**config.mk**
```make
export PLATFORM = sky130hd
export DESIGN_NAME = a2p_addr_trans
export DESIGN_NICKNAME = d
export VERILOG_FILES = /design/src/avl_tx_pkg.sv /design/src/a2p_addr_trans.sv
export SDC_FILE = /design/constraint.sdc
export NUM_CORES = 2
export LEC_CHECK = 0
export ABC_AREA = 0
export BUFFER_PORTS_ARGS = -buffer_cell sky130_fd_sc_hd__buf_2
export CELL_PAD_IN_SITES_DETAIL_PLACEMENT = 2
export CELL_PAD_IN_SITES_GLOBAL_PLACEMENT = 2
export CORE_MARGIN = 2
export CORE_UTILIZATION = 40
export CTS_CLUSTER_SIZE = 25
export DETAILED_ROUTE_END_ITERATION = 16
export PLACE_DENSITY_LB_ADDON = 0.1
export SLEW_MARGIN = 10
export SYNTH_ARGS = -nofsm -noshare
export SYNTH_HDL_FRONTEND = slang
export SYNTH_SLANG_ARGS = --single-unit
```
**constraint.sdc**
```tcl
create_clock -name AvlClk_i -period 4.3 [get_ports AvlClk_i]
set_input_delay 0.43 -clock AvlClk_i [delete_from_list [all_inputs] [get_ports AvlClk_i]]
set_output_delay 0.43 -clock AvlClk_i [all_outputs]
set_load 0.01 [all_outputs]
```
**src/avl_tx_pkg.sv**
```systemverilog
// Shared widths, limits, TLP codes and bus structs of the Avalon to PCIe TX bridge
// Every bridge file refers to these by avl_tx_pkg:: scoped names
package avl_tx_pkg;

  // Avalon side
  localparam int AVL_ADDR_W     = 20;
  localparam int PASS_THRU_BITS = 16;   // Low bits kept as is
  localparam int NUM_PAGES      = 16;
  localparam int BURST_W        = 4;    // Bursts of 1 to 8 qwords
  localparam int DATA_W         = 64;

  // Queue depths and their free count widths
  localparam int CMD_FIFO_DEPTH   = 16;
  localparam int WRDAT_FIFO_DEPTH = 64;
  localparam int CMD_CNT_W        = $clog2(CMD_FIFO_DEPTH) + 1;
  localparam int WRDAT_CNT_W      = $clog2(WRDAT_FIFO_DEPTH) + 1;

  // Flow control limits advertised by the core
  localparam int P_HDR_CREDITS  = 8;
  localparam int P_DATA_CREDITS = 32;
  localparam int NP_HDR_CREDITS = 4;
  localparam int CRED_W         = 8;

  localparam int TAG_W = 5;

  // Format and type byte of DW0
  localparam logic [7:0] FMT_MWR32 = 8'h40;
  localparam logic [7:0] FMT_MWR64 = 8'h60;
  localparam logic [7:0] FMT_MRD32 = 8'h00;
  localparam logic [7:0] FMT_MRD64 = 8'h20;

  typedef struct packed {
    logic                  chipselect;
    logic                  read;
    logic                  write;
    logic [AVL_ADDR_W-1:0] address;     // Byte address
    logic [BURST_W-1:0]    burstcount;
  } avl_cmd_t;

  typedef struct packed {
    logic        wr;
    logic        rd;
    logic [4:0]  idx;                   // Entry * 2, bit 0 picks the high word
    logic [31:0] wdata;
  } adtr_req_t;

  typedef struct packed {
    logic               is_write;
    logic [63:0]        addr;
    logic [BURST_W-1:0] len;            // In qwords
  } pcie_cmd_t;

  typedef struct packed {
    logic              valid;
    logic              sop;
    logic              eop;
    logic [DATA_W-1:0] data;
  } tx_beat_t;

  typedef struct packed {
    logic       p_hdr;
    logic [3:0] p_data;
    logic       np_hdr;
  } cred_return_t;

endpackage
```
**src/a2p_addr_trans.sv**
```systemverilog
// Avalon to PCIe page table with a 32-bit register port
// Translates the upper address bits to a 64-bit PCIe base in one cycle
`timescale 1ns/1ps

module a2p_addr_trans (
  input  logic                               AvlClk_i,
  input  logic                               Rstn_i,
  input  logic                               trans_req_i,
  input  logic [avl_tx_pkg::AVL_ADDR_W-1:0]  trans_addr_i,
  output logic                               trans_vld_o,
  output logic [63:0]                        pcie_addr_o,
  input  avl_tx_pkg::adtr_req_t              adtr_i,
  output logic [31:0]                        adtr_rdata_o,
  output logic                               adtr_rvalid_o
);

  logic [63:0] page_tbl [avl_tx_pkg::NUM_PAGES];
  logic [63:0] page_base;
  logic [63:0] reg_entry;

  assign page_base = page_tbl[trans_addr_i[avl_tx_pkg::AVL_ADDR_W-1:avl_tx_pkg::PASS_THRU_BITS]];
  assign reg_entry = page_tbl[adtr_i.idx[4:1]];

  // Table writes, one 32-bit half at a time
  always_ff @(posedge AvlClk_i or negedge Rstn_i)
  begin
    if (!Rstn_i)
    begin
      for (int i = 0; i < avl_tx_pkg::NUM_PAGES; i++)
        page_tbl[i] <= '0;
    end
    else if (adtr_i.wr)
    begin
      if (adtr_i.idx[0])
        page_tbl[adtr_i.idx[4:1]][63:32] <= adtr_i.wdata;
      else
        page_tbl[adtr_i.idx[4:1]][31:0]  <= adtr_i.wdata;
    end
  end

  always_ff @(posedge AvlClk_i or negedge Rstn_i)
  begin
    if (!Rstn_i)
    begin
      trans_vld_o   <= 1'b0;
      adtr_rvalid_o <= 1'b0;
    end
    else
    begin
      trans_vld_o   <= trans_req_i;
      adtr_rvalid_o <= adtr_i.rd;
    end
  end

  always_ff @(posedge AvlClk_i)
  begin
    if (trans_req_i)
      pcie_addr_o <= {page_base[63:avl_tx_pkg::PASS_THRU_BITS],
                      trans_addr_i[avl_tx_pkg::PASS_THRU_BITS-1:0]};  // Offset in page
    if (adtr_i.rd)
      adtr_rdata_o <= adtr_i.idx[0] ? reg_entry[63:32] : reg_entry[31:0];
  end

endmodule

```
==> results.py <==
metrics = {
    "setup_path": {
        "slowest_delay_ns": 0.59,
        "crit_fanout": 45,
        "worstSetupEndpointType": "register",
        "cp_cell_sequence": "buf_6, buf_4, mux4_2, a22o_1, a211oi_1, a21oi_1",
        "cp_top_family": "buffers and inverters",
        "start_kind": "primary input",
        "setup.worst_path.class": "primary input to register",
        "critPathRequiredTime_ns": 4.79,
        "ff2ff_path_depth": 4,
        "crit_buf_inv": 2,
        "crit_cells": 6,
        "critPathSlowestCell": "buf_4",
        "arrival_ns": 2.96,
    },
    "global_route": {
        "grt_pass1_wl_um": 295000,
        "grt-ovfl-total": 0,
        "grt_pass1_vias": 39000,
        "grt_max_degree": 114,
        "track_usage_pct": 29.1,
        "antenna_found_initial": 11,
    },
    "synth": {
        "yosysMostFrequentCell": "dfrtp_1",
        "yosysTopAreaCell": "dfrtp_1",
        "yosys-top-cells-area": "dfrtp_1 (46%), mux2_2 (20%), mux4_2 (16%)",
        "ys_seq_elements": 1122,
        "ys_async_sr_fraction_pct": 91.4,
        "synth_edf_count": 96,
        "synthFlopType": "dfrtp_1",
        "yosysTopAreaCellShare_pct": 46.4,
        "syn_area_sq_um": 55300,
        "synth_commonest_cells": "dfrtp_1 (1026), mux2_2 (1006), mux4_2 (396)",
        "syn-num-nets": 3534,
        "yosysWarnings": 0,
        "syn_avg_cell_area_sq_um": 15.9,
        "synth-seq-area-share_pct": 51.6,
        "synth_cells": 3472,
        "synth_cell_types": 41,
    },
    "layout": {
        "fin_area_sq_um": 63000,
        "final_nets": 3646,
        "multiInputGateArea_sq_um": 25200,
        "area_growth_pct": 13.8,
        "final_core_util_pct": 45.8,
        "drive_above_1_share_pct": 54.0,
        "fillers": 12700,
        "regArea_sq_um": 28600,
    },
    "detailed_routing": {
        "drt_pass1_iterations": 7,
        "drt_iter0_drc": 2349,
        "wire_per_inst_um": 36.9,
        "avgViaCountPerCell": 6.25,
        "ant_nets": 0,
        "wl_um": 203000,
        "via_count": 34300,
        "drc_errors": 0,
    },
    "placed_design": {
        "dpl_cell_area_sq_um": 58400,
        "dp_hpwl_um": 121000,
        "gp_congestion": 0.777,
        "port_buffers": 159,
    },
    "sta": {
        "setup_violations": 0,
        "fin_tns_setup_ns": 0,
        "hold_viol_final": 0,
        "rsz0062_at_grt": "false",
        "min_period_over_period_pct": 57.3,
        "skew_ns": 0.0377,
        "maxSlewHeadroom_pct": 21.3,
        "worst_pin_slew_ns": 1.18,
        "maxSlewViolCount": 0,
        "fin_crit_ns": 2.47,
        "max_freq_ghz": 0.406,
    },
    "hold_path": {
        "holdCritPathClass": "primary input to register",
        "whs_path_depth": 1,
    },
    "clock_tree": {
        "cts.reportedPaths.clkPinSlew_ns": 0.06,
        "insertion_delay_ns": 0.80,
        "cts_resized": 0,
        "post_cts_buffers": 0,
        "cts_max_level": 4,
        "cts_made_buffers": 135,
        "cts_hold_buffers": 17,
        "clock_path_buffers": 3,
        "clock-sinks": 1122,
        "cts_tree": "done",
        "cts_root_buf": "clkbuf_16",
    },
    "die": {
        "initial_core_util_pct": 40.3,
        "die-area_sq_um": 141000,
        "die_w_um": 376,
        "core_area_sq_um": 137000,
        "io_pins": 160,
        "die-height_um": 376,
        "core.rowCount": 136,
    },
    "pwr": {
        "p_leak_uw": 0.0273,
        "peakVddDrop_uv": 342,
        "cellPowerDensity_nw_per_um2": 499,
    },
    "job": {
        "drv_cap": 0,
    },
    "status": {
        "status": "complete, no violations",
    },
}
[report_power, final]
part	internal, uW	switching, uW	total (uW)
combinational	3270	2380	5650
clock	6810	4730	11500
sequential	12800	1490	14300
[state kept, by name, summed over array words and instances (netlist names)]
signal         count
pcie_addr_o       64
trans_vld_o        1
adtr_rvalid_o      1
page_tbl        1024
adtr_rdata_o      32
[worst register-to-register path: stages (launching register included)]
cell     delay, ns
dfrtp_1       0.40
mux4_2        0.45
and2_1        0.17
o32ai_1       0.67
a22oi_1       0.18
[through the flow]
step | total power [uW] | setup WS, ns | cells | hold slack [ns]
floorplan | 17800 | 2.06 | 3472 | 0.134
global placement | 19500 | 0.966 | 5224 | 0.480
detailed placement | 20000 | 1.00 | 5224 | 0.488
CTS | 31700 | 1.88 | 5485 | 0.213
global route | 32800 | 1.74 | 5485 | 0.214
finish | 31400 | 1.83 | 5487 | 0.214
[cell usage in the layout, fill, tap and decap left out, types with 7 or more instances in the layout]
master / n
a211oi_1: 26
a21oi_1: 32
a22o_1: 13
a22oi_1: 51
and2_1: 37
buf_12: 31
buf_2: 149
buf_4: 129
clkbuf_1: 40
clkbuf_16: 143
clkbuf_8: 25
clkinv_2: 17
dfrtp_1: 1026
dlygate4sd3_1: 17
edfxtp_1: 96
inv_6: 7
mux2_2: 1006
mux2_4: 30
mux2i_1: 182
mux4_2: 396
nand2_2: 13
nor2_1: 18
nor2_4: 13
nor3_1: 18
o21ai_0: 36
o221ai_1: 14
o22ai_1: 50
o32ai_1: 18
[per-layer routing]
metal / vias up / track usage, % / part of all wire, %
met5: - / 0 / 0.028
met4: 10 / 10.3 / 3.5
met3: 395 / 4.14 / 4.4
met2: 1015 / 48.9 / 50
met1: 19300 / 38.5 / 42
li1: 13600 / - / -
[path summary, 6_finish.rpt]
kind,startpoint,to,slack (ns)
setup / recovery,adtr_i[33],adtr_rdata_o[1]$_DFFE_PP_,1.83
hold / removal,trans_req_i,pcie_addr_o[24]$_DFFE_PP_,0.21
setup reg to reg,page_tbl[907]$_DFFE_PN0P_,adtr_rdata_o[11]$_DFFE_PP_,2.13
hold reg to reg,page_tbl[326]$_DFFE_PN0P_,page_tbl[326]$_DFFE_PN0P_,0.50
max in group asynchronous,Rstn_i,page_tbl[638]$_DFFE_PN0P_,2.55
min in group asynchronous,Rstn_i,page_tbl[412]$_DFFE_PN0P_,0.39
[final cells by class]
class | instances | area share, %
Timing Repair Buffer | 331 | 4.09
Multi-Input combinational cell | 1993 | 39.9
Sequential cell | 1122 | 45.3
Tap cell | 1794 | 3.56
Inverter | 1 | 0.00596
Antenna cell | 2 | 0.00795
Clock buffer | 207 | 6.45
Clock inverter | 37 | 0.592
[kinds of logic (layout without fill, tap and decap cells)]
logic type             Yosys count  count (layout)  synth area share [%]
buffers and inverters          357             576                  3.28
other                            0               2                     0
flip-flops                    1122            1122                  51.6
AO/OA/AOI/OAI                  242             242                  2.97
multiplexers                  1620            1620                  40.8
AND/OR/NAND/NOR                131             131                  1.35
(Power assumes the default switching activity.)
