File: config.mk
export PLATFORM = sky130hd
export DESIGN_NAME = tlp_tx_cntrl
export DESIGN_NICKNAME = d
export VERILOG_FILES = /design/src/avl_tx_pkg.sv /design/src/tlp_tx_cntrl.sv
export SDC_FILE = /design/constraint.sdc
export NUM_CORES = 1
export LEC_CHECK = 0
export BUFFER_PORTS_ARGS = -buffer_cell sky130_fd_sc_hd__buf_2
export CORE_MARGIN = 3
export CORE_UTILIZATION = 43
export CTS_BUF_LIST = sky130_fd_sc_hd__clkbuf_4 sky130_fd_sc_hd__clkbuf_8 sky130_fd_sc_hd__clkbuf_16
export DETAILED_ROUTE_END_ITERATION = 7
export PLACE_DENSITY = 0.83
export SKIP_CTS_REPAIR_TIMING = 1
export SLEW_MARGIN = 20
export SYNTH_ARGS = -nofsm -noshare
export SYNTH_HDL_FRONTEND = slang
export SYNTH_SLANG_ARGS = --single-unit
File: constraint.sdc
create_clock -name AvlClk_i -period 11.29 [get_ports AvlClk_i]
set_clock_uncertainty 0.15 [all_clocks]
set_input_delay 2.258 -clock AvlClk_i [delete_from_list [all_inputs] [get_ports AvlClk_i]]
set_output_delay 2.258 -clock AvlClk_i [all_outputs]
set_load 0.05 [all_outputs]
File: src/avl_tx_pkg.sv
// Shared widths, limits, TLP codes and bus structs of the Avalon to PCIe TX bridge
// Every bridge file refers to these by avl_tx_pkg:: scoped names
package avl_tx_pkg;

  // Avalon side
  localparam int AVL_ADDR_W     = 20;
  localparam int PASS_THRU_BITS = 16;   // Low bits kept as is
  localparam int NUM_PAGES      = 16;
  localparam int BURST_W        = 4;    // Bursts of 1 to 8 qwords
  localparam int DATA_W         = 64;

  // Queue depths and their free count widths
  localparam int CMD_FIFO_DEPTH   = 16;
  localparam int WRDAT_FIFO_DEPTH = 64;
  localparam int CMD_CNT_W        = $clog2(CMD_FIFO_DEPTH) + 1;
  localparam int WRDAT_CNT_W      = $clog2(WRDAT_FIFO_DEPTH) + 1;

  // Flow control limits advertised by the core
  localparam int P_HDR_CREDITS  = 8;
  localparam int P_DATA_CREDITS = 32;
  localparam int NP_HDR_CREDITS = 4;
  localparam int CRED_W         = 8;

  localparam int TAG_W = 5;

  // Format and type byte of DW0
  localparam logic [7:0] FMT_MWR32 = 8'h40;
  localparam logic [7:0] FMT_MWR64 = 8'h60;
  localparam logic [7:0] FMT_MRD32 = 8'h00;
  localparam logic [7:0] FMT_MRD64 = 8'h20;

  typedef struct packed {
    logic                  chipselect;
    logic                  read;
    logic                  write;
    logic [AVL_ADDR_W-1:0] address;     // Byte address
    logic [BURST_W-1:0]    burstcount;
  } avl_cmd_t;

  typedef struct packed {
    logic        wr;
    logic        rd;
    logic [4:0]  idx;                   // Entry * 2, bit 0 picks the high word
    logic [31:0] wdata;
  } adtr_req_t;

  typedef struct packed {
    logic               is_write;
    logic [63:0]        addr;
    logic [BURST_W-1:0] len;            // In qwords
  } pcie_cmd_t;

  typedef struct packed {
    logic              valid;
    logic              sop;
    logic              eop;
    logic [DATA_W-1:0] data;
  } tx_beat_t;

  typedef struct packed {
    logic       p_hdr;
    logic [3:0] p_data;
    logic       np_hdr;
  } cred_return_t;

endpackage
File: src/tlp_tx_cntrl.sv
// Turns queued commands into memory read and write TLPs on the TX stream
// Two header beats, then write data, started only when credits cover the TLP
`timescale 1ns/1ps

module tlp_tx_cntrl (
  input  logic                            AvlClk_i,
  input  logic                            Rstn_i,
  input  avl_tx_pkg::pcie_cmd_t           cmd_i,
  input  logic                            cmd_empty_i,
  output logic                            cmd_pop_o,
  input  logic [avl_tx_pkg::DATA_W-1:0]   wrdat_i,
  output logic                            wrdat_pop_o,
  input  logic [avl_tx_pkg::CRED_W-1:0]   p_hdr_avail_i,
  input  logic [avl_tx_pkg::CRED_W-1:0]   p_data_avail_i,
  input  logic [avl_tx_pkg::CRED_W-1:0]   np_hdr_avail_i,
  output logic                            consume_o,
  output logic [3:0]                      consume_p_data_o,
  output logic                            consume_np_o,
  input  logic [12:0]                     bus_dev_i,
  output avl_tx_pkg::tx_beat_t            tx_o,
  output logic                            tx_idle_o
);

  typedef enum logic [1:0] {S_IDLE, S_HDR0, S_HDR1, S_DATA} state_e;

  state_e                            state;
  avl_tx_pkg::pcie_cmd_t             cmd_q;
  logic [avl_tx_pkg::BURST_W-1:0]    data_cnt;
  logic [avl_tx_pkg::TAG_W-1:0]      tag_cnt;
  logic [3:0]                        pd_cost;
  logic                              cred_ok;
  logic                              start;
  logic                              addr64;
  logic [7:0]                        fmt;
  logic [7:0]                        tag;
  logic [9:0]                        len_dw;

  // One data credit covers two qwords
  assign pd_cost = (cmd_i.len >> 1) + cmd_i.len[0];
  assign cred_ok = cmd_i.is_write ?
                   (p_hdr_avail_i != '0 && p_data_avail_i >= (avl_tx_pkg::CRED_W)'(pd_cost)) :
                   (np_hdr_avail_i != '0);
  assign start   = (state == S_IDLE) & ~cmd_empty_i & cred_ok;

  assign cmd_pop_o        = start;
  assign consume_o        = start;
  assign consume_np_o     = ~cmd_i.is_write;
  assign consume_p_data_o = cmd_i.is_write ? pd_cost : 4'h0;

  assign addr64 = |cmd_q.addr[63:32];           // 3DW header when upper half is zero
  assign len_dw = 10'({cmd_q.len, 1'b0});
  assign tag    = cmd_q.is_write ? 8'h00 : 8'(tag_cnt);

  always_comb
  begin
    if (cmd_q.is_write)
      fmt = addr64 ? avl_tx_pkg::FMT_MWR64 : avl_tx_pkg::FMT_MWR32;
    else
      fmt = addr64 ? avl_tx_pkg::FMT_MRD64 : avl_tx_pkg::FMT_MRD32;
  end

  always_comb
  begin
    tx_o = '0;
    case (state)
      S_HDR0:
      begin
        tx_o.valid = 1'b1;
        tx_o.sop   = 1'b1;
        tx_o.data  = {bus_dev_i, 3'b000, tag, 8'hFF, fmt, 14'h0, len_dw};
      end
      S_HDR1:
      begin
        tx_o.valid = 1'b1;
        tx_o.eop   = ~cmd_q.is_write;           // Reads end on the address beat
        tx_o.data  = addr64 ? {cmd_q.addr[31:0], cmd_q.addr[63:32]} :
                              {32'h0, cmd_q.addr[31:0]};
      end
      S_DATA:
      begin
        tx_o.valid = 1'b1;
        tx_o.eop   = (data_cnt == '0);
        tx_o.data  = wrdat_i;
      end
      default: tx_o = '0;
    endcase
  end

  always_ff @(posedge AvlClk_i or negedge Rstn_i)
  begin
    if (!Rstn_i)
    begin
      state    <= S_IDLE;
      data_cnt <= '0;
      tag_cnt  <= '0;
    end
    else
    begin
      case (state)
        S_IDLE:
          if (start)
          begin
            state    <= S_HDR0;
            data_cnt <= cmd_i.len - 1'b1;       // Beats left after the current one
          end
        S_HDR0:
        begin
          state <= S_HDR1;
          if (!cmd_q.is_write)
            tag_cnt <= tag_cnt + 1'b1;          // Wraps modulo 32
        end
        S_HDR1: state <= cmd_q.is_write ? S_DATA : S_IDLE;
        default:
        begin
          data_cnt <= data_cnt - 1'b1;
          if (data_cnt == '0)
            state <= S_IDLE;
        end
      endcase
    end
  end

  always_ff @(posedge AvlClk_i)
  begin
    if (start)
      cmd_q <= cmd_i;
  end

  assign wrdat_pop_o = (state == S_DATA);
  assign tx_idle_o   = cmd_empty_i & (state == S_IDLE);

endmodule

==> metrics.cfg <==
[timing]
hold_viol_final = 0
setup_viol = 0
finalCritPeriodShare = 0.6916
rsz0062_at_grt = false
period_minus_slack_ns = 7.808
clock.fmax_mhz = 128.1
relSlewSlack = 0.2621
hold_slack_ns = 0.3275
tns_ns = 0
final_max_slew_viol_count = 0
tightest_slew_ns = 1.102

[cts]
cts_tree = yes
cts.sinks = 80
clock_path_buffers = 2
root_buffer = clkbuf_8
clk_pin_slew_ns = 0.07
h-tree-depth = 3
cts_buffers = 9
clk_latency_ns = 0.35

[job]
max-cap-violations = 0

[detailed_routing]
via_count = 4182
met3_length_mm = 1.116
drtAntennaViolNets = 0
drt-initial-drc-count = 304
wl_met2_mm = 7.034
routed_wl_mm = 14.04
top_layer = met4
drc = 0
drt-met1-wl_mm = 5.513
routed_via_density = 5.745
routedWlPerCell_um = 19.28
drt-pass1-iter-count = 7

[global_routing]
grt_pass1_wl_mm = 20.57
antenna_found_initial = 0
grt_max_degree = 47
grt_pass1_vias = 4153
grt_util_all_layers = 0.2583
grt_overflow = 0

[critical_path]
cp-end-kind = output port
crit_type = input port to output port
required_ns = 8.88
r2r_cells = 7
critical_path_arrival_ns = 5.40
rr_startpoint = state[1]$_DFFE_PN0P_
crit_fanout = 46
r2r-end = cmd_q[50]$_DFFE_PP_
rrSetupSlack_ns = 8.00
cp-start-kind = input port

[floorplan]
start_util = 0.4552
fp.dieArea_um2 = 10660
fp.dieW_um = 103.2
ios = 249
die_y_um = 103.2
fp.coreArea_um2 = 8934
rows = 34

[layout]
layout-drive-gt1-share = 0.4435
num_antenna_cells = 0
layout_commonest_cell = buf_2
final_nets = 801
fin_cells = 728
syn2layout_area_growth_pct = 36.65
fin_util = 0.6220
layout_common_cells = buf_2 (248), edfxtp_1 (69), nand2_1 (46)
stdcell_area_um2 = 5557
nFillCells = 747

[logic_synthesis]
syn_area_um2 = 4066
async_reset_ff_frac = 0.1375
syn_area_per_cell_um2 = 10.76
ys_ff_latch = 80
synth_warnings = 0
synth_nets = 564
synth_cell_types = 33
synth-seq-area-share = 0.5772
synth_edf_count = 69
synthCells = 378
ys.flop_type = edfxtp_1

[outcome]
status = finished clean

[placement]
placed_cells = 712
dpl.hpwl_mm = 10.91
io_buffers = 248
postPlaceCellArea_um2 = 5381
routabilityCongestion = 0.9783

[power_and_ir_drop]
power_density_nw_per_um2 = 286.7
power.leakage_nw = 2.482
ir_worst_vdd_uv = 244.4

[hold_path]
worstHoldStart = tag_cnt[4]$_DFFE_PN0P_
hold_path_end = tag_cnt[4]$_DFFE_PN0P_
hold_class = register to register
whs_path_depth = 1

## registers in the layout, summed over array words and instances, names as in the netlist
signal,flops
cmd_q,69
data_cnt,4
state,2
tag_cnt,5
## worst max-delay path, cell delays in order
cell      delay (ns)
buf_2           0.12
ha_1            0.22
ha_1            0.20
xnor2_1         0.15
ha_1            0.30
o211ai_1        0.09
a21oi_1         0.11
o21ai_0         0.20
o21ai_4         0.74
buf_4           0.62
buf_2           0.37
## cell type report
type                       count  area [µm²]  share of cell area
multi-input combinational    262        1594              0.2869
timing repair buffer         251        1264              0.2274
inverter                      11       41.29            0.007431
sequential                    80        2347              0.4224
clock inverter                 6       43.79            0.007881
tap                          108       135.1             0.02432
clock buffer                  10       131.4             0.02364
## worst max path at each step
stage | cells past startpoint | startpoint | end
global route | 11 | cmd_i[0] | cmd_pop_o
global placement | 11 | cmd_i[0] | cmd_pop_o
floorplan | 9 | cmd_i[0] | consume_o
finish | 11 | cmd_i[0] | cmd_pop_o
CTS | 11 | cmd_i[0] | cmd_pop_o
detailed placement | 11 | cmd_i[0] | cmd_pop_o
## cells in the mapped netlist (all sizes together) (3+ instances only)
cell / number / area, µm²
dfrtp: 11 / 275.3
xnor2: 4 / 35.03
buf: 6 / 32.53
o22ai: 5 / 31.28
nand2: 46 / 172.7
and2: 3 / 18.77
a31oi: 8 / 50.05
a22oi: 13 / 97.59
mux2i: 4 / 40.04
ha: 13 / 162.7
nor2: 36 / 135.1
inv: 11 / 41.29
xor2: 3 / 26.28
edfxtp: 69 / 2072
nor4: 12 / 75.07
a222oi: 19 / 190.2
mux2: 4 / 45.04
nand4: 4 / 25.02
o21ai: 34 / 170.2
clkbuf: 19 / 71.32
a21oi: 37 / 185.2
## per-layer routing
metal | GRT usage | up-vias
li1 | - | 1924
met1 | 0.3190 | 1956
met2 | 0.4529 | 268
met3 | 0.03823 | 34
met4 | 0.1076 | 0
met5 | 0 | -
## power breakdown
group / internal, W / leakage, nW / switching [W]
Clock: 0.0000826 / 0.0800 / 0.000104
Sequential: 0.000405 / 0.773 / 0.0000521
Combinational: 0.000232 / 1.63 / 0.000717
## through the flow
stage	total power, W	setup WS [ns]
final	0.001593	3.482
after global routing	0.001675	3.283
after CTS	0.001594	3.466
after detailed placement	0.001409	3.474
after global placement	0.001393	3.559
after floorplan	0.001173	1.047
## logic make-up (layout without fill, tap and decap cells)
group | count (synthesis) | after routing | synth area share
xor gates and xnor gates | 7 | 7 | 0.01508
adders and majority gates | 13 | 13 | 0.04000
muxes | 8 | 8 | 0.02092
and+or+nand+nor | 114 | 114 | 0.1249
AOI/OAI and AO/OA | 120 | 120 | 0.1862
buffers and inverters | 36 | 278 | 0.03569
DFF | 80 | 80 | 0.5772
Note: power is estimated with default switching activity, not from simulation.
