<file path="config.mk">
export PLATFORM = sky130hd
export DESIGN_NAME = sync_fifo
export DESIGN_NICKNAME = d
export VERILOG_FILES = /design/src/sync_fifo.sv
export SDC_FILE = /design/constraint.sdc
export NUM_CORES = 1
export LEC_CHECK = 0
export ABC_AREA = 0
export BUFFER_PORTS_ARGS = -buffer_cell sky130_fd_sc_hd__clkbuf_2
export CAP_MARGIN = 10
export CORE_UTILIZATION = 50
export CTS_CLUSTER_SIZE = 24
export DETAILED_ROUTE_END_ITERATION = 12
export PLACE_DENSITY = 0.67
export SLEW_MARGIN = 15
export SYNTH_ARGS = -nofsm -noshare
export SYNTH_HDL_FRONTEND = slang
export SYNTH_SLANG_ARGS = --single-unit
</file>
<file path="constraint.sdc">
create_clock -name AvlClk_i -period 10.1 [get_ports AvlClk_i]
set_clock_uncertainty 0.05 [all_clocks]
set_input_delay 1.01 -clock AvlClk_i [delete_from_list [all_inputs] [get_ports AvlClk_i]]
set_output_delay 1.01 -clock AvlClk_i [all_outputs]
set_load 0.02 [all_outputs]
</file>
<file path="src/sync_fifo.sv">
// Single clock show-ahead FIFO, head word visible one cycle after its push
// Reports free words so the writer can reserve space ahead
`timescale 1ns/1ps

module sync_fifo #(
  parameter int WIDTH = 64,
  parameter int DEPTH = 16          // Power of two
) (
  input  logic                     AvlClk_i,
  input  logic                     Rstn_i,
  input  logic                     push_i,
  input  logic [WIDTH-1:0]         data_i,
  input  logic                     pop_i,
  output logic [WIDTH-1:0]         data_o,
  output logic                     empty_o,
  output logic [$clog2(DEPTH):0]   free_o
);

  logic [WIDTH-1:0]           mem [DEPTH];
  logic [$clog2(DEPTH)-1:0]   wr_ptr;
  logic [$clog2(DEPTH)-1:0]   rd_ptr;
  logic [$clog2(DEPTH):0]     count;

  always_ff @(posedge AvlClk_i)
  begin
    if (push_i)
      mem[wr_ptr] <= data_i;
  end

  always_ff @(posedge AvlClk_i or negedge Rstn_i)
  begin
    if (!Rstn_i)
    begin
      wr_ptr <= '0;
      rd_ptr <= '0;
      count  <= '0;
    end
    else
    begin
      if (push_i)
        wr_ptr <= wr_ptr + 1'b1;     // Wraps at DEPTH
      if (pop_i)
        rd_ptr <= rd_ptr + 1'b1;
      if (push_i && !pop_i)
        count <= count + 1'b1;
      else if (pop_i && !push_i)
        count <= count - 1'b1;
    end
  end

  assign data_o  = mem[rd_ptr];
  assign empty_o = (count == '0);
  assign free_o  = ($clog2(DEPTH) + 1)'(DEPTH) - count;

endmodule

</file>
==> results.toml, run 1 <==
[outcome]
status = "finished, final reports clean"

[cts]
cts_root_buffer = "clkbuf_16"
postCtsSetupBuffers = 0
cts_resized = 0
htreeDepth = 3
holdBufCountCts = 0
ctsLongestPathBuffers = 3
clkSinkCount = 1037
clk_latency_ns = 0.64
clkSlewWorstSetupHoldPaths_ns = 0.06
cts_buffers = 103
cts_tree = "built"

[logic_synthesis]
netlist_instances = 1659
postSynthAreaPerCell_sq_um = 23.56
synth.ff_latch_count = 1037
netlist_area_sq_mm = 0.03908
synth_cell_type_count = 29
seq_area_frac_synth_pct = 79.51
syn-num-nets = 1739
synth_warnings = 0

[global_route]
globalRouteTotalUtil_pct = 22.11
grt_max_degree = 78
grt_pass1_wl_um = 125100
grt_overflow = 0
grt_pass1_vias = 18900
antenna_found_initial = 6

[placed_design]
place_area_sq_mm = 0.04102
io_buffers = 137
place.gp.congestion = 0.7072
dp_hpwl_um = 41540
dp.cells = 2784

[cells_and_area]
design_area_sq_mm = 0.04428
layout-drive-gt1-share_pct = 31.09
area_growth_pct = 13.29
num-nets-final = 1931
stdcell_count = 2972
fill_cells = 5659
fin_util_pct = 57.25

[routing]
via_count = 17950
via_per_inst = 6.041
dr_wl_met2_um = 42400
drt_wl_total_um = 85070
ant_nets = 0
wire_per_inst_um = 28.62
drt_first_pass_iters = 5
highest_layer = "met5"
drc = 0
wl_met1_um = 34210
met3_length_um = 5940
drt-initial-drc-count = 1773

[critical_path]
critPathTopFamily = "buffers and inverters"
r2r_cells = 5
cp.buffers_inverters = 2
cp-end-kind = "output port"
cp_data_required_time_ns = 9.04
path_max_fanout = 53
crit_type = "reg2out"
r2r_slack_ns = 6.91
start_kind = "register"
crit_slowest_cell = "dfrtp_4"
crit_chain = "buf_4, mux4_2, a22oi_1, nand2_1, clkbuf_2"
cp_slowest_stage_delay_ns = 0.92
rr_startpoint = "wr_ptr[0]$_DFFE_PN0P_"
arrival_ns = 3.79
r2r_end = "mem[4][43]$_DFFE_PP_"

[pwr]
p_per_area_mw_per_mm2 = 287.5
seq_power_share_pct = 42.4
ir_worst_vdd_mv = 0.2136
switchingPower_uw = 3962
intPower_uw = 8769
clock_power_share_pct = 28.5
comb_power_share_pct = 29.1
p_sw_share_pct = 31.12
p_leak_uw = 0.01416

[sta]
final-max-slew-violation-count = 0
setup_tns_ns = 0
fmax_ghz = 0.2061
layout_min_cycle_time_ns = 4.853
max_slew.worst_pin.slew_ns = 1.179
slew-limit-headroom_pct = 21.43
timing.final.hold_violations = 0
rsz0062_at_grt = "no"
finalCritPeriodShare_pct = 48.05
setup_viol = 0
whs_ns = 0.2172

[die]
dieArea_sq_mm = 0.07929
chipHeight_um = 281.6
num_io_pins = 138
row_count = 102
core_sq_mm = 0.07734
die-width_um = 281.6
start_util_pct = 50.54

[hold_path]
hold_class = "in2async"

[job]
drv_cap = 0
==> worst max path at each step <==
stage	start	end	slack, ns	cells past startpoint
after floorplan	push_i	mem[3][0]$_DFFE_PP_	3.72	3
after global placement	rd_ptr[0]$_DFFE_PN0P_	data_o[62]	5.74	5
after detailed placement	rd_ptr[0]$_DFFE_PN0P_	data_o[62]	5.74	5
after CTS	rd_ptr[0]$_DFFE_PN0P_	data_o[62]	5.03	5
after global routing	rd_ptr[0]$_DFFE_PN0P_	data_o[62]	4.88	5
final	rd_ptr[0]$_DFFE_PN0P_	data_o[62]	5.25	5
==> state kept, by name, indices dropped and copies added, names as in the netlist <==
register  flops
mem        1024
rd_ptr        4
wr_ptr        4
count         5
==> cells in the final DEF (no fill, tap or decap), types with 5 or more instances in the layout <==
master,count
inv_1,8
xnor2_1,8
a22oi_1,128
clkinvlp_4,5
mux4_2,256
nor2_4,13
clkinv_1,21
bufinv_16,8
nand2_1,75
inv_6,5
dfrtp_1,11
ha_1,11
clkbuf_16,104
clkbuf_2,137
clkinv_2,19
buf_4,37
edfxtp_1,1024
clkbuf_1,20
==> final cells by class <==
type | count | area (sq um) | share of cell area (%)
Antenna cell | 2 | 5.005 | 0.01130
Clock buffer | 124 | 2678 | 6.047
Clock inverter | 60 | 520.5 | 1.176
Inverter | 8 | 30.03 | 0.06782
Multi-Input combinational cell | 524 | 7631 | 17.23
Sequential cell | 1037 | 31080 | 70.20
Tap cell | 1040 | 1301 | 2.939
Timing Repair Buffer | 177 | 1030 | 2.326
==> cell usage after synthesis <==
library cell,instances,area [sq um]
and2_1,1,6.260
a21oi_1,2,10.01
nor2b_1,2,12.51
dfrtp_1,13,325.3
nand4_1,2,12.51
nor3_1,8,40.04
nor3b_1,1,7.510
inv_1,8,30.03
buf_1,23,86.33
mux4_2,256,5766
edfxtp_1,1024,30750
o21ai_0,4,20.02
buf_2,9,45.04
a22oi_1,128,960.9
mux2i_1,1,10.01
o31ai_1,1,7.510
mux2_2,2,22.52
xor2_1,3,26.28
buf_4,14,105.1
nand2b_1,2,12.51
a21o_1,2,15.01
nor2_1,13,48.80
fa_1,1,20.02
clkbuf_1,33,123.9
buf_6,11,123.9
nand2_1,75,281.5
xnor2_1,8,70.07
ha_1,11,137.6
a2111oi_0,1,8.760
==> per-stage QoR <==
step                setup slack (ns)  power (uW)
floorplan                      3.717        8069
global placement               5.739        9209
detailed placement             5.738        9270
CTS                            5.028       12890
global route                   4.879       13260
finish                         5.247       12730
==> power groups by stage <==
stage               Combinational, uW  Clock, uW  Sequential, uW
floorplan                        2690          0            5380
detailed placement               3770          0            5500
CTS                              3780       3690            5410
finish                           3700       3630            5400
global placement                 3740          0            5470
global route                     3980       3850            5440
==> metal layers <==
| metal | up-vias | global-route usage, % |
|---|---|---|
| met5 | - | 0 |
| met4 | 6 | 6.745 |
| met3 | 124 | 4.226 |
| met2 | 672 | 36.28 |
| met1 | 9661 | 30.34 |
| li1 | 7490 | - |
==> kinds of logic after synthesis <==
kind of cell | Yosys count | synth area share, %
compound gates | 138 | 2.615
xor+xnor | 11 | 0.2465
fa+ha+maj | 12 | 0.4034
buf+inv | 98 | 1.316
flops | 1037 | 79.51
mux | 259 | 14.83
simple gates | 104 | 1.079
Power figures use the tool's default switching activity.
==> run 2, diff against run 1 <==
--- a/config.mk
+++ b/config.mk
@@ -11,7 +11,7 @@
 export CORE_UTILIZATION = 50
 export CTS_CLUSTER_SIZE = 24
 export DETAILED_ROUTE_END_ITERATION = 12
-export PLACE_DENSITY = 0.67
+export PLACE_DENSITY = 0.69
 export SLEW_MARGIN = 15
 export SYNTH_ARGS = -nofsm -noshare
 export SYNTH_HDL_FRONTEND = slang
==> constraint.sdc (replaced) <==
create_clock -name AvlClk_i -period 4.2 [get_ports AvlClk_i]
set_clock_uncertainty 0.05 [all_clocks]
set_input_delay 0.42 -clock AvlClk_i [delete_from_list [all_inputs] [get_ports AvlClk_i]]
set_output_delay 0.42 -clock AvlClk_i [all_outputs]
set_load 0.02 [all_outputs]
==> run 2 against run 1 <==
Critical path depth did not move. Sequential power up 140%. Non-clock buffer count is 14 higher. Setup slack lost 4.7 ns. Critical path type unchanged. Via count grew 1.1%. Global-route usage decreased by 0.27 points.
==> results.toml, run 2 (synthesis results as in run 1) <==
[outcome]
status = "finished, final reports clean"

[cts]
clkSlewWorstSetupHoldPaths_ns = 0.06
cts_tree = "built"
ctsLongestPathBuffers = 3
clk_latency_ns = 0.63
cts_root_buffer = "clkbuf_16"
htreeDepth = 3
cts_buffers = 101
clkSinkCount = 1037
cts_resized = 0

[cells_and_area]
mostFrequentLayoutCell = "edfxtp_1"
fin_util_pct = 57.46
regMostFlops = "mem"
area_growth_pct = 13.69
design_area_sq_mm = 0.04444
layout_common_cells = "edfxtp_1 (1024), mux4_2 (256), clkbuf_2 (137)"
largest_register_ffs = 1024
reg_top3 = "mem (1024), count (5)"
layout-drive-gt1-share_pct = 30.79
stdcell_count = 2981
num-nets-final = 1943

[sta]
worst_slack_ns = 0.5268
slew-limit-headroom_pct = 30.02
setup_tns_ns = 0
final-max-slew-violation-count = 0
finalCritPeriodShare_pct = 87.46
fmax_ghz = 0.2722
timing.final.hold_violations = 0
max_slew.worst_pin.slew_ns = 1.050
layout_min_cycle_time_ns = 3.673
setup_viol = 0
rsz0062_at_grt = "no"

[routing]
wire_per_inst_um = 28.35
drt-initial-drc-count = 1718
drt_wl_total_um = 84500
ant_nets = 0
via_count = 18160
drt_first_pass_iters = 5
drc = 0
via_per_inst = 6.091

[hold_path]
hold_path_depth = 2
hold_class = "in2reg"

[die]
num_io_pins = 138
row_count = 102
start_util_pct = 50.54
die-width_um = 281.6
core_sq_mm = 0.07734
chipHeight_um = 281.6
dieArea_sq_mm = 0.07929

[placed_design]
dp_hpwl_um = 43020
pre_cts_slack_ns = 1.064
place_area_sq_mm = 0.04139
place.gp.congestion = 0.7379
io_buffers = 137
dp.cells = 2799

[critical_path]
crit_type = "reg2out"
start_kind = "register"
cp-end-kind = "output port"
path_max_fanout = 32
r2r_cells = 3
arrival_ns = 3.20
cp_data_required_time_ns = 3.73

[global_route]
grt_pass1_vias = 18920
grt_pass1_wl_um = 124500
antenna_found_initial = 5
grt_overflow = 0
globalRouteTotalUtil_pct = 21.84
grt_max_degree = 65

[job]
drv_cap = 0

[pwr]
p_per_area_mw_per_mm2 = 687.0
p_leak_uw = 0.01421
ir_worst_vdd_mv = 0.5149
## run 2: cell count changes in the layout (fill, tap and decap cells not counted), sizes merged, moves of 2 or more
cell / change
bufinv: -4
clkinv: -2
clkinvlp: -4
buf: +13
inv: -4
clkbuf: +9
## run 2: path summary, 6_finish.rpt
kind / from / end / slack (ns)
worst max-delay path: rd_ptr[0]$_DFFE_PN0P_ / data_o[5] / 0.53
max in group asynchronous: Rstn_i / rd_ptr[1]$_DFFE_PN0P_ / 3.58
worst max register to register: wr_ptr[3]$_DFFE_PN0P_ / mem[8][10]$_DFFE_PP_ / 1.47
worst min-delay path: pop_i / rd_ptr[0]$_DFFE_PN0P_ / 0.04
min in group asynchronous: Rstn_i / count[3]$_DFFE_PN0P_ / 0.19
worst min register to register: wr_ptr[0]$_DFFE_PN0P_ / wr_ptr[0]$_DFFE_PN0P_ / 0.51
## run 2: timing repair
item | CTS | global route
setup buffers | 0 | 0
endpoints found under the hold margin | 13 | 0
hold buffers | 1 | 0
## run 2: power breakdown
group | internal [uW] | leakage, uW | switching (uW)
sequential | 12500 | 0.00940 | 493
clock | 4700 | 0.00148 | 3650
combinational | 3800 | 0.00333 | 5430
total | 21000 | 0.0142 | 9560
## run 2: final cells by class
type	instances	area [sq um]
Inverter	8	30.03
Multi-Input combinational cell	524	7656
Clock buffer	133	2669
Clock inverter	46	361.6
Antenna cell	2	5.005
Sequential cell	1037	31080
Timing Repair Buffer	191	1331
Tap cell	1040	1301
Fill cell	5567	32900
## run 2: critical path, stage by stage, from the launching register on
cell      delay [ns]
dfrtp_4         0.88
buf_4           0.58
mux4_2          0.58
a22oi_1         0.21
nand2_1         0.13
clkbuf_2        0.18
## run 2: metal layers
| metal | routed length [um] | vias to the layer above | track usage (%) |
|---|---|---|---|
| met5 | 36 | - | 0 |
| met4 | 1325 | 6 | 5.518 |
| met3 | 6178 | 100 | 3.621 |
| met2 | 42900 | 705 | 36.18 |
| met1 | 34070 | 9826 | 30.51 |
| li1 | - | 7520 | - |
## run 2: metrics by stage
step           total power (uW)  hold WS (ns)
2_1_floorplan             19390       0.07441
3_3_place_gp              22400        0.3037
3_5_place_dp              22570        0.3170
4_1_cts                   30880       0.01506
5_1_grt                   31770       0.03313
6_report                  30530       0.04357
