<file path="config.mk">
export PLATFORM = sky130hd
export DESIGN_NAME = avl_slave_cntrl
export DESIGN_NICKNAME = d
export VERILOG_FILES = /design/src/avl_tx_pkg.sv /design/src/avl_slave_cntrl.sv
export SDC_FILE = /design/constraint.sdc
export NUM_CORES = 1
export LEC_CHECK = 0
export BUFFER_PORTS_ARGS = -buffer_cell sky130_fd_sc_hd__buf_2
export CAP_MARGIN = 15
export CELL_PAD_IN_SITES_DETAIL_PLACEMENT = 0
export CELL_PAD_IN_SITES_GLOBAL_PLACEMENT = 1
export CORE_UTILIZATION = 25
export DETAILED_ROUTE_END_ITERATION = 6
export MAX_ROUTING_LAYER = met4
export PLACE_DENSITY = 0.82
export SETUP_SLACK_MARGIN = 0.15
export SYNTH_ARGS = -nofsm -noshare
export SYNTH_HDL_FRONTEND = slang
export SYNTH_SLANG_ARGS = --single-unit
</file>
<file path="constraint.sdc">
create_clock -name AvlClk_i -period 7 [get_ports AvlClk_i]
set_input_delay 0.35 -clock AvlClk_i [delete_from_list [all_inputs] [get_ports AvlClk_i]]
set_output_delay 0.35 -clock AvlClk_i [all_outputs]
set_load 0.02 [all_outputs]
</file>
<file path="src/avl_tx_pkg.sv">
// Shared widths, limits, TLP codes and bus structs of the Avalon to PCIe TX bridge
// Every bridge file refers to these by avl_tx_pkg:: scoped names
package avl_tx_pkg;

  // Avalon side
  localparam int AVL_ADDR_W     = 20;
  localparam int PASS_THRU_BITS = 16;   // Low bits kept as is
  localparam int NUM_PAGES      = 16;
  localparam int BURST_W        = 4;    // Bursts of 1 to 8 qwords
  localparam int DATA_W         = 64;

  // Queue depths and their free count widths
  localparam int CMD_FIFO_DEPTH   = 16;
  localparam int WRDAT_FIFO_DEPTH = 64;
  localparam int CMD_CNT_W        = $clog2(CMD_FIFO_DEPTH) + 1;
  localparam int WRDAT_CNT_W      = $clog2(WRDAT_FIFO_DEPTH) + 1;

  // Flow control limits advertised by the core
  localparam int P_HDR_CREDITS  = 8;
  localparam int P_DATA_CREDITS = 32;
  localparam int NP_HDR_CREDITS = 4;
  localparam int CRED_W         = 8;

  localparam int TAG_W = 5;

  // Format and type byte of DW0
  localparam logic [7:0] FMT_MWR32 = 8'h40;
  localparam logic [7:0] FMT_MWR64 = 8'h60;
  localparam logic [7:0] FMT_MRD32 = 8'h00;
  localparam logic [7:0] FMT_MRD64 = 8'h20;

  typedef struct packed {
    logic                  chipselect;
    logic                  read;
    logic                  write;
    logic [AVL_ADDR_W-1:0] address;     // Byte address
    logic [BURST_W-1:0]    burstcount;
  } avl_cmd_t;

  typedef struct packed {
    logic        wr;
    logic        rd;
    logic [4:0]  idx;                   // Entry * 2, bit 0 picks the high word
    logic [31:0] wdata;
  } adtr_req_t;

  typedef struct packed {
    logic               is_write;
    logic [63:0]        addr;
    logic [BURST_W-1:0] len;            // In qwords
  } pcie_cmd_t;

  typedef struct packed {
    logic              valid;
    logic              sop;
    logic              eop;
    logic [DATA_W-1:0] data;
  } tx_beat_t;

  typedef struct packed {
    logic       p_hdr;
    logic [3:0] p_data;
    logic       np_hdr;
  } cred_return_t;

endpackage
</file>
<file path="src/avl_slave_cntrl.sv">
// Avalon-MM slave front end, takes write bursts and reads under waitrequest
// Each finished request is translated and pushed as one command two cycles later
`timescale 1ns/1ps

module avl_slave_cntrl (
  input  logic                                AvlClk_i,
  input  logic                                Rstn_i,
  input  avl_tx_pkg::avl_cmd_t                avl_cmd_i,
  output logic                                avl_waitreq_o,
  output logic                                wrdat_push_o,
  output logic                                trans_req_o,
  output logic [avl_tx_pkg::AVL_ADDR_W-1:0]   trans_addr_o,
  input  logic                                trans_vld_i,
  input  logic [63:0]                         pcie_addr_i,
  output logic                                cmd_push_o,
  output avl_tx_pkg::pcie_cmd_t               cmd_o,
  input  logic [avl_tx_pkg::CMD_CNT_W-1:0]    cmd_free_i,
  input  logic [avl_tx_pkg::WRDAT_CNT_W-1:0]  wrdat_free_i
);

  typedef enum logic [1:0] {S_IDLE, S_WR_BURST, S_TRANS} state_e;

  state_e                             state;
  logic [avl_tx_pkg::BURST_W-1:0]     beats_left;
  logic [avl_tx_pkg::AVL_ADDR_W-1:0]  addr_q;
  logic [avl_tx_pkg::BURST_W-1:0]     len_q;
  logic                               is_write_q;
  logic                               accept;
  logic                               last_beat;

  always_comb
  begin
    avl_waitreq_o = 1'b0;
    if (state == S_TRANS)
      avl_waitreq_o = 1'b1;                   // Translation in flight
    else if (state == S_IDLE)
    begin
      // One slot for this request, one for the command still being pushed
      if (cmd_free_i < (avl_tx_pkg::CMD_CNT_W)'(2))
        avl_waitreq_o = 1'b1;
      else if (avl_cmd_i.write &&
               wrdat_free_i < (avl_tx_pkg::WRDAT_CNT_W)'(avl_cmd_i.burstcount))
        avl_waitreq_o = 1'b1;                 // Whole burst must fit
    end
  end

  assign accept = avl_cmd_i.chipselect & (avl_cmd_i.read | avl_cmd_i.write) & ~avl_waitreq_o;

  always_comb
  begin
    if (state == S_IDLE)
      last_beat = accept & (avl_cmd_i.read | (avl_cmd_i.burstcount == 1));
    else
      last_beat = accept & avl_cmd_i.write & (beats_left == 1);
  end

  always_ff @(posedge AvlClk_i or negedge Rstn_i)
  begin
    if (!Rstn_i)
    begin
      state      <= S_IDLE;
      beats_left <= '0;
    end
    else
    begin
      case (state)
        S_IDLE:
          if (accept)
          begin
            beats_left <= avl_cmd_i.burstcount - 1'b1;
            state      <= last_beat ? S_TRANS : S_WR_BURST;
          end
        S_WR_BURST:
          if (wrdat_push_o)
          begin
            beats_left <= beats_left - 1'b1;
            if (last_beat)
              state <= S_TRANS;
          end
        default: state <= S_IDLE;            // Translate lasts one cycle
      endcase
    end
  end

  // Request fields come from the first beat
  always_ff @(posedge AvlClk_i)
  begin
    if (state == S_IDLE && accept)
    begin
      addr_q     <= avl_cmd_i.address;
      len_q      <= avl_cmd_i.burstcount;
      is_write_q <= avl_cmd_i.write;
    end
  end

  assign wrdat_push_o = accept & avl_cmd_i.write;
  assign trans_req_o  = (state == S_TRANS);
  assign trans_addr_o = addr_q;
  assign cmd_push_o   = trans_vld_i;
  assign cmd_o        = '{is_write: is_write_q, addr: pcie_addr_i, len: len_q};

endmodule

</file>
==> results of run 1 <==
flip-flops by register name, summed over array words and instances, names as in the netlist:
name          cells
state             2
beats_left        4
trans_addr_o     20
len_q             4
is_write_q        1
cell type report:
type / count / area [sq um]
fillers: 788 / 5340
flip-flops and latches: 31 / 901
multi-input cells: 63 / 458
repair buffers: 69 / 353
well taps: 99 / 124
clock buffers: 5 / 68.8
inverters: 10 / 37.5
clock inverters: 2 / 8.76
worst reg2reg max path: cells and delay by family, from the launching register on:
kind / cells / cell delay (ns)
AOI/OAI and AO/OA: 2 / 0.33
buffers and inverters: 2 / 0.47
DFF: 1 / 0.48
and+or+nand+nor: 2 / 0.27
metal layers:
metal	vias up	global-route usage	wire length (um)
met4	0	0.0616	104
met5	-	-	0
li1	536	-	-
met2	101	0.198	2150
met1	531	0.0802	1170
met3	20	0.0485	588
power groups by stage:
stage | logic (uW) | registers, uW | clock network, uW
2_1_floorplan | 157 | 294 | 0
3_3_place_gp | 184 | 272 | 0
3_5_place_dp | 187 | 271 | 0
4_1_cts | 188 | 269 | 126
5_1_grt | 212 | 274 | 135
6_report | 189 | 269 | 123
synth_stat cells:
cell type  instances  area share
nor2b_1            1      0.0033
nor4_2             1      0.0066
o22ai_1            3      0.0099
edfxtp_1          25        0.40
nand2_1            9       0.018
o21ai_0            6       0.016
nor4_1             1      0.0033
inv_2              3      0.0060
or3_1              1      0.0033
dfrtp_1            6       0.080
o21ai_1            4       0.011
nor2_1             6       0.012
o2bb2ai_2          1      0.0080
xnor2_1            1      0.0046
nor2_2             1      0.0033
nand2_2            1      0.0033
nand3_1            1      0.0026
a211o_1            1      0.0046
nor3_1             4       0.011
nand3_2            1      0.0053
buf_4             66        0.26
a21oi_2            2      0.0093
a21oi_1            2      0.0053
o32ai_1            1      0.0046
inv_1              7       0.014
ha_1               7       0.046
nand2b_1           1      0.0033
a21boi_2           1      0.0060
o41ai_4            1       0.015
nor4b_1            2      0.0093
xor2_1             1      0.0046
a31oi_1            1      0.0033
a2111oi_2          1      0.0080
metrics by stage:
stage	area (sq um)	hold WS (ns)
6_report	1950	0.243
5_1_grt	1950	0.232
4_1_cts	1950	0.241
3_5_place_dp	1860	0.183
3_3_place_gp	1860	0.181
2_1_floorplan	1890	0.0544
how the worst max path moves through the flow:
stage | from | endpoint | slack [ns] | depth (start not counted)
after detailed placement | avl_cmd_i[2] | trans_addr_o[18] | 4.79 | 9
after global placement | avl_cmd_i[2] | trans_addr_o[18] | 4.81 | 9
after global routing | avl_cmd_i[3] | wrdat_push_o | 4.72 | 9
after CTS | avl_cmd_i[3] | wrdat_push_o | 4.86 | 9
final | avl_cmd_i[3] | wrdat_push_o | 4.89 | 9
after floorplan | avl_cmd_i[2] | is_write_q | 3.63 | 7
logic make-up (layout without fill, tap and decap cells):
| kind of cell | count (synthesis) | count (layout) |
|---|---|---|
| AO/OA/AOI/OAI | 24 | 24 |
| XOR/XNOR | 2 | 2 |
| adder cells (fa/ha/maj) | 7 | 7 |
| buffers and inverters | 76 | 86 |
| flip-flops | 31 | 31 |
| AND/OR/NAND/NOR | 30 | 30 |
==> key figures, run 1 <==
Worst setup path
  – Crit-path slowest cell: a211o_1
  – Startpoint types: input port
  – R2r startpoint: state[1]
  – Critical Path AT: about 1.8 ns
  – Worst Path Buf+Inv: 3
  – Crit-path max FO: 5
  – Worst setup EP type: output pin
  – CP peak stage delay: around 0.32 ns
  – WS Path Type: input port to output pin
  – FF-to-FF path depth: 6
  – Top delay family on crit path: simple AND/OR/NAND/NOR gates
  – CP required: 6.65 ns
  – Most used cell, CP: buf_2
  – R2R Setup Slk: roughly 5.1 ns
  – RR Endpoint: trans_addr_o[18]
  – Worst path cell trace: buf_2, inv_1, ha_1, nor4_2, nand2_1, a211o_1, nand2_2, nor2_1, buf_2

Layout
  – Fin cells: between 200 and 300
  – # diodes: 0
  – Layout cells sized above 1: 0.489
  – Final #Nets: 293
  – Commonest non-fill, non-tap cell in the layout: buf_2
  – Area delta synth->final: 3.38%
  – Final core utilization: 0.268
  – Most frequent cells in the layout: buf_2 (67), edfxtp_1 (25), nand2_1 (9)

Power
  – Peak VDD IR: 0.0000813 V
  – Overall power: 582 uW
  – P_sw: 202 uW
  – PD cells: about 300 mW/mm^2
  – Leakage power: around 0.00083 uW
  – Switching Fraction: 0.348
  – Clk pwr share: 0.212
  – Combinational power share: 0.325
  – Sequential share of power: 0.463
  – Internal: about 380 uW

Clock tree
  – Number of setup buffers added after CTS: 0
  – Clock latency on the worst-skew pair: about 0.28 ns
  – Max Root-Sink Buffers: 2
  – Clock H-tree levels: 2
  – Clock slew at reported path FFs: roughly 0.06 ns
  – CTS tree: yes
  – Post-CTS sizing: 0
  – Root Driver: clkbuf_8
  – # hold bufs at CTS: 1
  – CTS Buf Count: 5
  – CTS sink count: 31

STA
  – Period utilisation layout: 0.302
  – Highest Clock Rate: about 0.47 GHz
  – RSZ-0062 raised after global routing: no
  – # setup viols final: 0
  – Clk_skew: about 0.0087 ns
  – TNS Setup: 0 ns
  – Final setup margin: between 4 and 5 ns
  – Slew HR: 0.662
  – Slew @ Worst Pin: between 0.5 and 0.6 ns
  – Min Tclk post-route: around 2.1 ns
  – Max-slew violations: 0
  – Final Hold Viols: 0

Synthesis
  – Ys Warns: 0
  – Mux cell area share after synthesis: 0
  – Gate Count Post-Synth: 170
  – Post-Synth Simple-Gate Area: 0.0842
  – Post-Synth Adder-Cell Area: 0.0464
  – Netlist cell types: 33
  – Register area share after synthesis: 0.477
  – Largest family of logic cells by synthesized area: buffers and inverters
  – Syn Area/Cell: between 10 and 15 sq um
  – FF+latch count, synth: 31
  – Mapped Area: approximately 0.0019 sq mm
  – Post-synthesis xor/xnor area fraction: 0.00928
  – Compound-Gate Fraction of Synth Area: 0.100
  – Syn nets: around 280

Placed design
  – RePlAce Congestion: ~0.87
  – Pre-CTS setup slack: between 4 and 5 ns
  – Placed insts: approximately 270
  – Number of buffers added on ports: 67
  – Post-DP HPWL: 3310 um

Detailed routing
  – Wire length per cell: approximately 14 um
  – Detailed Route WL: ~4000 um
  – Vias: roughly 1200
  – Iter 0 DRT Violations: 64
  – Post-DRT Antenna Nets: 0
  – Vias/cell: around 4.3
  – # DRC: 0
  – DR pass1 iterations: 4

Global route
  – Tot GR Track Use: 0.105
  – Total gr overflow: 0
  – First-pass GRT wire length: between 5000 and 6000 um
  – Antenna violations before repair: 0
  – Largest net degree at the start of global routing: 26
  – Vias in the first global route: 1163

Floorplanning
  – Die width: 88.9 um
  – IO Count: 199
  – FP Rows: 31
  – Initial Utilization: 0.259
  – Core Region: around 0.0073 sq mm
  – Die area: 0.00790 sq mm
  – Die Ht: approximately 89 um

Min path
  – Hold Path End: trans_addr_o[10]
  – Worst hold start: avl_cmd_i[14]
  – Hold depth: 1
  – Hold Crit Class: input port to flop

Flow run
  – # Max-Cap Violations: 0

Outcome
  – Run status: finished clean
Power figures use the tool's default switching activity.
==> run 2, diff against run 1 <==
CORE_UTILIZATION = 23   (was 25)
PLACE_DENSITY = 0.76   (was 0.82)
clock period = 2 ns   (was 7 ns; I/O delays follow)
==> key figures, run 2 (synthesis gave the netlist of run 1 again) <==
Outcome
  – Run status: finished clean

STA
  – Final Hold Viols: 0
  – RSZ-0062 raised after global routing: no
  – Slew @ Worst Pin: between 0.5 and 0.6 ns
  – Period utilisation layout: 0.866
  – Highest Clock Rate: 0.577 GHz
  – Min Tclk post-route: around 1.7 ns
  – Clk_skew: between 0.002 and 0.003 ns
  – # setup viols final: 0
  – Slew HR: 0.610
  – Max-slew violations: 0

Worst setup path
  – Critical Path AT: 1.63 ns
  – WS Path Type: flop to output pin
  – Worst path cell trace: inv_2, o41ai_4, a21boi_2, nand2_2, buf_4, nor2_1, buf_2
  – Crit-path max FO: 5
  – CP peak stage delay: roughly 0.44 ns
  – Startpoint types: flop
  – Crit-path slowest cell: dfrtp_2
  – CP required: around 1.9 ns
  – Worst setup EP type: output pin

Flow run
  – # Max-Cap Violations: 0

Power
  – Leakage power: between 0.0009 and 0.001 uW
  – Peak VDD IR: roughly 0.00033 V
  – P_sw: between 700 and 800 uW
  – PD cells: about 1000 mW/mm^2
  – Switching Fraction: 0.326
  – Clk pwr share: 0.262
  – Combinational power share: 0.324
  – Sequential share of power: 0.414
  – Internal: approximately 1500 uW

Floorplanning
  – Core Region: approximately 0.008 sq mm
  – Die width: around 93 um
  – Die area: about 0.0086 sq mm
  – IO Count: 199
  – Die Ht: a little over 90 um
  – Initial Utilization: 0.240
  – FP Rows: 32

Global route
  – Tot GR Track Use: 0.0944
  – Total gr overflow: 0
  – Vias in the first global route: approximately 1200
  – Largest net degree at the start of global routing: 20
  – First-pass GRT wire length: 5930 um
  – Antenna violations before repair: 0

Layout
  – # diodes: 0
  – Post-route cell area: between 0.002 and 0.0025 sq mm
  – Max FFs per register: 20
  – Most frequent cells in the layout: buf_2 (67), edfxtp_1 (25), dlygate4sd3_1 (17)
  – Layout cells sized above 1: 0.473
  – Commonest non-fill, non-tap cell in the layout: buf_2
  – Fin cells: between 300 and 400
  – Final #Nets: between 300 and 400
  – Area delta synth->final: 16.6%

Clock tree
  – CTS tree: yes
  – Root Driver: clkbuf_8
  – Clock latency on the worst-skew pair: 0.27 ns
  – Clock H-tree levels: 2
  – CTS sink count: 31
  – Max Root-Sink Buffers: 2
  – CTS Buf Count: 5
  – Clock slew at reported path FFs: 0.06 ns

Detailed routing
  – Wire length per cell: 13.5 um
  – # DRC: 0
  – Iter 0 DRT Violations: 20
  – DR pass1 iterations: 4
  – Detailed Route WL: around 4100 um
  – Vias/cell: 4.28
  – Post-DRT Antenna Nets: 0
  – Vias: between 1000 and 1500

Placed design
  – Post-DP HPWL: between 3000 and 4000 um
  – Dpl cell area: 0.00190 sq mm
  – Placed insts: 276
  – Number of buffers added on ports: 67
  – RePlAce Congestion: slightly above 0.8

Min path
  – Hold Crit Class: input port to flop
## run 2: worst max-delay path: cells and delay by family, from the launching register on
family          cells  cell delay, ns
flops               1            0.44
compound gates      2            0.31
simple gates        2            0.17
buf+inv             3            0.43
## run 2: per-layer routing
layer | vias to the layer above | wire length [um] | GRT usage
li1 | 579 | - | -
met1 | 596 | 1310 | 0.0783
met2 | 93 | 2120 | 0.179
met3 | 28 | 459 | 0.0263
met4 | 0 | 189 | 0.0651
met5 | - | 0 | -
## run 2: power groups by stage
stage	logic, uW	registers [uW]	clock network (uW)
finish	732	936	591
global placement	681	948	0
CTS	721	940	607
floorplan	558	1030	0
global route	810	951	623
detailed placement	695	951	0
## run 2: final cells by class
| type | count | area, sq um |
|---|---|---|
| Fill cell | 813 | 5650 |
| Sequential cell | 31 | 902 |
| Timing Repair Buffer | 89 | 556 |
| Multi-Input combinational cell | 63 | 464 |
| Tap cell | 102 | 128 |
| Clock buffer | 5 | 68.8 |
| Clock inverter | 3 | 43.8 |
| Inverter | 10 | 37.5 |
## run 2: metrics by stage
| stage | hold slack [ns] | power [uW] | TNS (ns) | setup slack [ns] | util |
|---|---|---|---|---|---|
| floorplan | -0.196 | 1590 | -1.05 | -0.0418 | - |
| finish | 0.00599 | 2260 | 0 | 0.268 | 0.280 |
| CTS | 0.000393 | 2270 | 0 | 0.193 | 0.277 |
| global placement | -0.0680 | 1630 | 0 | 0.139 | 0.242 |
| global route | 0.00470 | 2380 | 0 | 0.166 | 0.280 |
| detailed placement | -0.0631 | 1650 | 0 | 0.106 | 0.242 |
## run 2: path summary, 6_finish.rpt
| check | startpoint | endpoint | slack, ns | depth (start not counted) |
|---|---|---|---|---|
| max | state[1] | wrdat_push_o | 0.27 | 7 |
| min | avl_cmd_i[11] | trans_addr_o[7] | 0.006 | 1 |
| max reg2reg | state[1] | trans_addr_o[17] | 0.31 | 6 |
| min reg2reg | beats_left[1] | beats_left[1] | 0.55 | 1 |
| max in group asynchronous | Rstn_i | state[1] | 1.66 | 2 |
| min in group asynchronous | Rstn_i | beats_left[2] | 0.18 | 2 |
## run 2: what timing repair did
| action | 4_1_cts | 5_1_grt |
|---|---|---|
| setup buffers | 0 | 2 |
| endpoints found under the setup margin | 0 | 1 |
| hold buffers | 16 | 1 |
| resized for setup | 0 | 0 |
| endpoints found under the hold margin | 21 | 1 |
